<file path="config.mk">
export PLATFORM = sky130hd
export DESIGN_NAME = execStage
export DESIGN_NICKNAME = d
export VERILOG_FILES = /design/src/aluPkg.sv /design/src/condPkg.sv /design/src/condCheck.sv /design/src/arithUnit.sv /design/src/logicShiftUnit.sv /design/src/masterAlu.sv /design/src/regFile.sv /design/src/execStage.sv
export SDC_FILE = /design/constraint.sdc
export NUM_CORES = 2
export LEC_CHECK = 0
export BUFFER_PORTS_ARGS = -buffer_cell sky130_fd_sc_hd__buf_4
export CAP_MARGIN = 10
export CORE_AREA = 2 2 419 421
export CTS_CLUSTER_SIZE = 8
export DETAILED_ROUTE_END_ITERATION = 7
export DIE_AREA = 0 0 421 423
export PLACE_DENSITY = 0.55
export SYNTH_ARGS = -nofsm -noshare
export SYNTH_HDL_FRONTEND = slang
export SYNTH_SLANG_ARGS = --single-unit
</file>
<file path="constraint.sdc">
create_clock -name clk -period 21.7 [get_ports clk]
set_input_delay 0 -clock clk [delete_from_list [all_inputs] [get_ports clk]]
set_output_delay 0 -clock clk [all_outputs]
set_load 0.05 [all_outputs]
</file>
<file path="src/aluPkg.sv">
// ------------------------------------------------
// opcodes 1100 to 1111 are memory ops, never executed here
// flag word is fixed at 4 bits, N Z C V from msb down
// ------------------------------------------------
`default_nettype none

package aluPkg;

    // 4-bit opcode field of the instruction
    typedef enum logic [3:0] {
        opAdd    = 4'b0000,
        opSub    = 4'b0001,
        opMul    = 4'b0010,
        opOr     = 4'b0011,
        opAnd    = 4'b0100,
        opXor    = 4'b0101,
        // 16-bit immediate, zero extended
        opMovImm = 4'b0110,
        opMov    = 4'b0111,
        opLsr    = 4'b1000,
        opLsl    = 4'b1001,
        opRor    = 4'b1010,
        // flags only, no register write
        opCmp    = 4'b1011,
        // memory group, out of scope for this stage
        opAdr    = 4'b1100,
        opLdr    = 4'b1101,
        opStr    = 4'b1110,
        opRsvd   = 4'b1111
    } aluOpE;

    // bit positions inside the flag word
    localparam int flagN = 3;
    localparam int flagZ = 2;
    localparam int flagC = 1;
    localparam int flagV = 0;

endpackage

`default_nettype wire

</file>
<file path="src/condPkg.sv">
// ------------------------------------------------
// codes 1001 to 1111 are undefined and never pass
// ------------------------------------------------
`default_nettype none

package condPkg;

    // condition field, checked against flags before the instruction
    typedef enum logic [3:0] {
        // unconditional
        condAl = 4'b0000,
        // equal, Z set
        condEq = 4'b0001,
        // signed greater than
        condGt = 4'b0010,
        // signed less than
        condLt = 4'b0011,
        // signed greater or equal
        condGe = 4'b0100,
        // signed less or equal
        condLe = 4'b0101,
        // unsigned higher
        condHi = 4'b0110,
        // carry clear
        condCc = 4'b0111,
        // carry set
        condCs = 4'b1000
    } condCodeE;

endpackage

`default_nettype wire

</file>
<file path="src/condCheck.sv">
// ------------------------------------------------
// purely combinational, flags are the stored ones
// ------------------------------------------------
`timescale 1ns/10ps
`default_nettype none

module condCheck (
    input  condPkg::condCodeE cond,
    input  logic [3:0]        curFlags,
    output logic              pass
);
    import condPkg::*;
    import aluPkg::*;

    logic flN;
    logic flZ;
    logic flC;
    logic flV;

    // unpack the stored flag word
    assign flN = curFlags[flagN];
    assign flZ = curFlags[flagZ];
    assign flC = curFlags[flagC];
    assign flV = curFlags[flagV];

    always_comb
    begin
        case (cond)
            condAl: pass = 1'b1;
            condEq: pass = flZ;
            // not zero and sign matches overflow
            condGt: pass = !flZ && (flN == flV);
            condLt: pass = (flN != flV);
            condGe: pass = (flN == flV);
            condLe: pass = flZ || (flN != flV);
            // unsigned higher: carry and not zero
            condHi: pass = flC && !flZ;
            condCc: pass = !flC;
            condCs: pass = flC;
            // undefined codes
            default: pass = 1'b0;
        endcase
    end

endmodule

`default_nettype wire

</file>
<file path="src/arithUnit.sv">
// ------------------------------------------------
// one shared adder for ADD, SUB and CMP; C is no-borrow on sub
// MUL keeps only the low dataWidth bits of the product
// ------------------------------------------------
`timescale 1ns/10ps
`default_nettype none

module arithUnit #(
    parameter int dataWidth = 32
) (
    input  aluPkg::aluOpE         opCode,
    input  logic [dataWidth-1:0]  opA,
    input  logic [dataWidth-1:0]  opB,
    input  logic [3:0]            curFlags,
    output logic [dataWidth-1:0]  arithResult,
    output logic [3:0]            arithFlags
);
    import aluPkg::*;

    logic                 isSub;
    logic [dataWidth-1:0] addB;
    logic [dataWidth:0]   sumFull;
    logic [dataWidth-1:0] sum;
    logic                 carryOut;
    logic                 overflow;
    logic [dataWidth-1:0] product;

    // sub and cmp share the adder as A + ~B + 1
    assign isSub = (opCode == opSub) || (opCode == opCmp);
    assign addB  = isSub ? ~opB : opB;

    assign sumFull  = {1'b0, opA} + {1'b0, addB} + {{dataWidth{1'b0}}, isSub};
    assign sum      = sumFull[dataWidth-1:0];
    // carry out, which for subtract means opA >= opB unsigned
    assign carryOut = sumFull[dataWidth];

    // signed overflow: same input signs, different result sign
    assign overflow = (opA[dataWidth-1] == addB[dataWidth-1]) &&
                      (sum[dataWidth-1] != opA[dataWidth-1]);

    // low half of the product only
    assign product = opA * opB;

    always_comb
    begin
        arithResult = '0;
        arithFlags  = curFlags;
        case (opCode)
            opAdd, opSub, opCmp:
            begin
                arithResult       = sum;
                arithFlags[flagN] = sum[dataWidth-1];
                arithFlags[flagZ] = (sum == '0);
                arithFlags[flagC] = carryOut;
                arithFlags[flagV] = overflow;
            end
            opMul:
            begin
                // C and V stay as they were
                arithResult       = product;
                arithFlags[flagN] = product[dataWidth-1];
                arithFlags[flagZ] = (product == '0);
            end
            default:
            begin
                // not an arithmetic op, result unused upstream
                arithResult = '0;
            end
        endcase
    end

endmodule

`default_nettype wire

</file>
<file path="src/logicShiftUnit.sv">
// ------------------------------------------------
// shifts act on opB by shiftAmt; zero amount keeps C
// needs dataWidth of at least 16 for the MOVn immediate
// ------------------------------------------------
`timescale 1ns/10ps
`default_nettype none

module logicShiftUnit #(
    parameter int dataWidth = 32
) (
    input  aluPkg::aluOpE         opCode,
    input  logic [dataWidth-1:0]  opA,
    input  logic [dataWidth-1:0]  opB,
    input  logic [4:0]            shiftAmt,
    input  logic [15:0]           imm16,
    input  logic [3:0]            curFlags,
    output logic [dataWidth-1:0]  lsResult,
    output logic [3:0]            lsFlags
);
    import aluPkg::*;

    logic [dataWidth:0]     lslWide;
    logic [dataWidth:0]     lsrWide;
    logic [2*dataWidth-1:0] rorWide;
    logic [dataWidth-1:0]   movImm;
    logic                   shifting;
    logic                   setNz;

    // extra bit above catches the last bit shifted out on the left
    assign lslWide = {1'b0, opB} << shiftAmt;
    // extra bit below catches the last bit shifted out on the right
    assign lsrWide = {opB, 1'b0} >> shiftAmt;
    // doubled word, low half is the rotated value
    assign rorWide = {opB, opB} >> shiftAmt;

    assign movImm   = {{(dataWidth-16){1'b0}}, imm16};
    assign shifting = (shiftAmt != 5'd0);

    always_comb
    begin
        lsResult = '0;
        lsFlags  = curFlags;
        setNz    = 1'b0;
        case (opCode)
            opOr:
            begin
                lsResult = opA | opB;
                setNz    = 1'b1;
            end
            opAnd:
            begin
                lsResult = opA & opB;
                setNz    = 1'b1;
            end
            opXor:
            begin
                lsResult = opA ^ opB;
                setNz    = 1'b1;
            end
            // moves leave every flag alone
            opMov:    lsResult = opB;
            opMovImm: lsResult = movImm;
            opLsl:
            begin
                lsResult = lslWide[dataWidth-1:0];
                setNz    = 1'b1;
                if (shifting)
                    lsFlags[flagC] = lslWide[dataWidth];
            end
            opLsr:
            begin
                lsResult = lsrWide[dataWidth:1];
                setNz    = 1'b1;
                if (shifting)
                    lsFlags[flagC] = lsrWide[0];
            end
            opRor:
            begin
                lsResult = rorWide[dataWidth-1:0];
                setNz    = 1'b1;
                // carry is the new msb after rotation
                if (shifting)
                    lsFlags[flagC] = rorWide[dataWidth-1];
            end
            default: lsResult = '0;
        endcase
        // V is never touched by this unit
        if (setNz)
        begin
            lsFlags[flagN] = lsResult[dataWidth-1];
            lsFlags[flagZ] = (lsResult == '0);
        end
    end

endmodule

`default_nettype wire

</file>
<file path="src/masterAlu.sv">
// ------------------------------------------------
// combinational; result is zero when the instruction is skipped
// memory opcodes never execute and leave flags as stored
// ------------------------------------------------
`timescale 1ns/10ps
`default_nettype none

module masterAlu #(
    parameter int dataWidth = 32
) (
    input  aluPkg::aluOpE         opCode,
    input  condPkg::condCodeE     cond,
    input  logic                  setFlags,
    input  logic [dataWidth-1:0]  opA,
    input  logic [dataWidth-1:0]  opB,
    input  logic [4:0]            shiftAmt,
    input  logic [15:0]           imm16,
    input  logic [3:0]            curFlags,
    output logic [dataWidth-1:0]  aluResult,
    output logic [3:0]            newFlags,
    output logic                  execute,
    output logic                  writesReg
);
    import aluPkg::*;

    logic                 pass;
    logic                 isMem;
    logic                 isArith;
    logic                 takeFlags;
    logic [dataWidth-1:0] arithResult;
    logic [3:0]           arithFlags;
    logic [dataWidth-1:0] lsResult;
    logic [3:0]           lsFlags;
    logic [dataWidth-1:0] unitResult;
    logic [3:0]           unitFlags;

    condCheck u_condCheck (
        .cond     (cond),
        .curFlags (curFlags),
        .pass     (pass)
    );

    arithUnit #(
        .dataWidth (dataWidth)
    ) u_arithUnit (
        .opCode      (opCode),
        .opA         (opA),
        .opB         (opB),
        .curFlags    (curFlags),
        .arithResult (arithResult),
        .arithFlags  (arithFlags)
    );

    logicShiftUnit #(
        .dataWidth (dataWidth)
    ) u_logicShiftUnit (
        .opCode   (opCode),
        .opA      (opA),
        .opB      (opB),
        .shiftAmt (shiftAmt),
        .imm16    (imm16),
        .curFlags (curFlags),
        .lsResult (lsResult),
        .lsFlags  (lsFlags)
    );

    // ADR, LDR, STR and the reserved code
    assign isMem   = opCode inside {opAdr, opLdr, opStr, opRsvd};
    assign isArith = opCode inside {opAdd, opSub, opMul, opCmp};
    assign execute = pass && !isMem;

    // unit select by opcode group
    assign unitResult = isArith ? arithResult : lsResult;
    assign unitFlags  = isArith ? arithFlags : lsFlags;

    // skipped instructions show zero
    assign aluResult = execute ? unitResult : '0;

    // cmp always takes flags, others only with S set
    assign takeFlags = execute && (setFlags || (opCode == opCmp));
    assign newFlags  = takeFlags ? unitFlags : curFlags;

    assign writesReg = execute && (opCode != opCmp);

endmodule

`default_nettype wire

</file>
<file path="src/regFile.sv">
// ------------------------------------------------
// async reads, write at rising clk; all words cleared on reset
// ------------------------------------------------
`timescale 1ns/10ps
`default_nettype none

module regFile #(
    parameter int dataWidth = 32,
    parameter int regCount  = 16
) (
    input  logic                        clk,
    input  logic                        rstN,
    input  logic [$clog2(regCount)-1:0] rdAddrA,
    input  logic [$clog2(regCount)-1:0] rdAddrB,
    output logic [dataWidth-1:0]        rdDataA,
    output logic [dataWidth-1:0]        rdDataB,
    input  logic                        wrEn,
    input  logic [$clog2(regCount)-1:0] wrAddr,
    input  logic [dataWidth-1:0]        wrData
);
    logic [dataWidth-1:0] regs [regCount];

    // single write port
    always_ff @(posedge clk)
    begin
        if (!rstN)
        begin
            for (int i = 0; i < regCount; i++)
                regs[i] <= '0;
        end
        else if (wrEn)
        begin
            regs[wrAddr] <= wrData;
        end
    end

    // read ports see the value already written at the last edge
    assign rdDataA = regs[rdAddrA];
    assign rdDataB = regs[rdAddrB];

endmodule

`default_nettype wire

</file>
<file path="src/execStage.sv">
// ------------------------------------------------
// one instruction per clk on instValid, no back-pressure
// outputs valid the cycle after issue; no memory ops
// ------------------------------------------------
`timescale 1ns/10ps
`default_nettype none

module execStage #(
    parameter int dataWidth = 32,
    parameter int regCount  = 16
) (
    input  logic                        clk,
    input  logic                        rstN,
    input  logic                        instValid,
    input  aluPkg::aluOpE               opCode,
    input  condPkg::condCodeE           cond,
    input  logic                        setFlags,
    input  logic [$clog2(regCount)-1:0] rd,
    input  logic [$clog2(regCount)-1:0] rn,
    input  logic [$clog2(regCount)-1:0] rm,
    input  logic [4:0]                  shiftAmt,
    input  logic [15:0]                 imm16,
    output logic                        resultValid,
    output logic                        executed,
    output logic [dataWidth-1:0]        result,
    output logic [3:0]                  flags
);
    logic [dataWidth-1:0] opA;
    logic [dataWidth-1:0] opB;
    logic [dataWidth-1:0] aluResult;
    logic [3:0]           curFlags;
    logic [3:0]           newFlags;
    logic                 execute;
    logic                 writesReg;
    logic                 wrEn;

    // write only for a valid, executed, register-writing op
    assign wrEn = instValid && writesReg;

    regFile #(
        .dataWidth (dataWidth),
        .regCount  (regCount)
    ) u_regFile (
        .clk     (clk),
        .rstN    (rstN),
        .rdAddrA (rn),
        .rdAddrB (rm),
        .rdDataA (opA),
        .rdDataB (opB),
        .wrEn    (wrEn),
        .wrAddr  (rd),
        .wrData  (aluResult)
    );

    masterAlu #(
        .dataWidth (dataWidth)
    ) u_masterAlu (
        .opCode    (opCode),
        .cond      (cond),
        .setFlags  (setFlags),
        .opA       (opA),
        .opB       (opB),
        .shiftAmt  (shiftAmt),
        .imm16     (imm16),
        .curFlags  (curFlags),
        .aluResult (aluResult),
        .newFlags  (newFlags),
        .execute   (execute),
        .writesReg (writesReg)
    );

    // NZCV register, moves only on a valid instruction
    always_ff @(posedge clk)
    begin
        if (!rstN)
            curFlags <= 4'b0000;
        else if (instValid)
            curFlags <= newFlags;
    end

    // outcome of the instruction issued at the previous edge
    always_ff @(posedge clk)
    begin
        if (!rstN)
        begin
            resultValid <= 1'b0;
            executed    <= 1'b0;
            result      <= '0;
        end
        else
        begin
            resultValid <= instValid;
            executed    <= instValid && execute;
            // aluResult is already zero for a skipped op
            result      <= instValid ? aluResult : '0;
        end
    end

    // stored flags, which after the edge hold the latest outcome
    assign flags = curFlags;

endmodule

`default_nettype wire

</file>
==> results.toml <==
[outcome]
status = "finished, violations left"
violations = "design-rule violations"

[route]
remaining_drc_errors = 3
firstDrtPassIters = 8
final_antenna_net_count = 0
wl_per_cell_um = 34.44
viasPerCell = 6.034
totalWireLength_um = 254600
drt_iter0_drc = 5711
vias = 44610

[clocking]
cts_resized = 0
cts_root_buf = "clkbuf_16"
cts_hold_buf = 11
postCtsSetupBuffers = 0
clock_sinks = 550
cts_made_buffers = 80
clockBufferDepth = 3
path_clk_slew_ns = 0.05
cts_max_level = 3
insertion_delay_ns = 0.67
cts_tree = "yes"

[synth]
synth.distinct_cells = 99
syn-num-nets = 5737
ys_ff_latch = 550
netlist_instances = 5065
synth_top_area_share = 0.2974
synth_ff_type = "edfxtp_1"
yosysWarnings = 0
synthTopCellsByArea = "edfxtp_1, fa_1, mux4_2"
synth_edf_count = 512
yosys.area.top_type = "edfxtp_1"
synthesis.area_mm2 = 0.05171
ys_async_sr_fraction = 0
ys_seq_area_frac = 0.3121
synth.avg_cell_area_um2 = 10.21

[grt]
antenna_found_initial = 10
grt_pass1_vias = 44760
grtUsageTotal = 0.2808
overflow = 0
grt_first_pass_wirelength_um = 355100
grt_start_max_net_pins = 90

[timing]
slew_headroom = 0.1499
post-route-period-util = 0.5284
drv_slew = 0
fin_crit_ns = 11.47
setup_slack_ns = 10.23
totalNegativeSetupSlack_ns = 0
rsz0062_at_grt = "false"
hold_violations = 0
hold-worst-slack_ns = 0.05124
worst_pin_slew_ns = 1.259
setup_viol = 0
fmax_mhz = 87.21
skew_ns = 0.06591

[setup_path]
crit_path_start_kind = "input pin"
crit_top_cell = "fa_1"
cp.required_ns = 22.18
arrival_ns = 11.95
criticalPathCategory = "in2reg"
end_kind = "flip-flop"
slowest_stage = "o221ai_1"
cp_max_fo = 89
critPathMaxStageDelay_ns = 0.84

[final_layout]
nNetsFinal = 5722
drive_gt1_frac = 0.1463
final_area_mm2 = 0.05758
syn2layout_area_growth_pct = 11.37
nFillCells = 17730

[placed_design]
portBuffers = 82
hpwl_um = 180900
place_congestion = 1.069
dpl_worst_slack_ns = 9.979
dpl_cell_area_mm2 = 0.05527

[floorplan]
num_rows = 153
die_w_um = 421
start_util = 0.2985
core_area_mm2 = 0.1732
ios = 83
die-area_mm2 = 0.1781
dieHeight_um = 423

[power]
p_leak_nw = 21.00
peakVddDrop_mv = 0.4075
p_per_area_mw_per_mm2 = 188.7

[run]
max_cap_viol_count = 0

[worst_hold_path]
min_path_type = "in2reg"
## cell usage after synthesis (39+ instances only)
| cell | count |
|---|---|
| a211oi_1 | 44 |
| a21oi_1 | 122 |
| a22oi_1 | 107 |
| buf_2 | 58 |
| clkbuf_1 | 259 |
| edfxtp_1 | 512 |
| fa_1 | 409 |
| ha_1 | 218 |
| inv_1 | 369 |
| mux2i_1 | 140 |
| mux4_2 | 233 |
| nand2_1 | 570 |
| nand3_1 | 48 |
| nor2_1 | 871 |
| nor3_1 | 53 |
| o21ai_0 | 114 |
| o22ai_1 | 39 |
| xnor2_1 | 103 |
## where the power goes
group          switching (mW)  internal, mW  total [mW]  leakage, nW
clock network           0.478         0.666        1.14         1.07
logic                    5.45          3.05        8.50         14.3
registers              0.0215          1.20        1.22         5.60
## final cells by class
cell class,count,area (um2),share of cell area
repair buffers,282,2160,0.03750
well taps,2325,2909,0.05052
inverters,396,1486,0.02581
clock buffers,88,2052,0.03563
clock inverters,10,141.4,0.002455
flip-flops and latches,550,16140,0.2802
multi-input cells,3740,32700,0.5678
diodes,2,5.005,0.00008691
## path summary, 6_finish.rpt
path / from / cells after the start / slack [ns] / to
worst min register to register: flags[3]$_SDFFE_PN0P_ / 2 / 0.57 / flags[3]$_SDFFE_PN0P_
worst min-delay path: rd[1] / 3 / 0.05 / u_regFile.regs[11][28]$_SDFFCE_PN0P_
worst max-delay path: rm[1] / 33 / 10.23 / u_regFile.regs[9][26]$_SDFFCE_PN0P_
worst max register to register: u_regFile.regs[10][6]$_SDFFCE_PN0P_ / 32 / 11.15 / u_regFile.regs[9][26]$_SDFFCE_PN0P_
## layer usage
layer / wire length (um) / track usage / vias to the layer above / share of wire
met3: 27130 / 0.07112 / 765 / 0.11
met4: 19130 / 0.1799 / 12 / 0.075
met5: 88 / 0 / - / 0.00035
met2: 113000 / 0.4336 / 3009 / 0.44
met1: 95310 / 0.3496 / 22970 / 0.37
li1: - / - / 17860 / -
## worst max-delay path, delay by kind of cell
kind	cells	cell delay [ns]
AO/OA/AOI/OAI	7	2.33
adder cells (fa/ha/maj)	9	4.30
multiplexers	1	0.43
AND/OR/NAND/NOR	6	1.35
buffers and inverters	9	3.02
XOR/XNOR	1	0.19
## cell usage in the layout (no fill, tap or decap), types with 107 or more instances in the layout
cell / instances
mux4_2: 233
o21ai_0: 111
buf_4: 267
ha_1: 218
nand2_1: 541
mux2i_1: 137
inv_1: 369
nor2_1: 868
a22oi_1: 107
edfxtp_1: 512
a21oi_1: 120
fa_1: 409
## state kept, by name (all words and copies together) (netlist names)
name            count
u_regFile.regs    512
result             32
flags               4
executed            1
resultValid         1
## metrics by stage
stage	utilization	power, mW	cells
after detailed placement	0.3190	9.451	7281
after global placement	0.3190	9.441	7280
after floorplan	-	6.438	5065
after global routing	0.3324	11.48	7391
after CTS	0.3323	10.65	7390
final	0.3324	10.87	7393
## cell families (layout without fill, tap and decap cells)
logic type	count (synthesis)	in the layout	synth area share
xor+xnor	137	137	0.02427
buf+inv	775	776	0.06021
simple gates	1749	1749	0.1416
mux	410	410	0.1371
flops	550	550	0.3121
compound gates	817	817	0.1137
fa+ha+maj	627	627	0.2111
other cells	0	2	0
No activity file was read; power rests on OpenSTA's default activity.
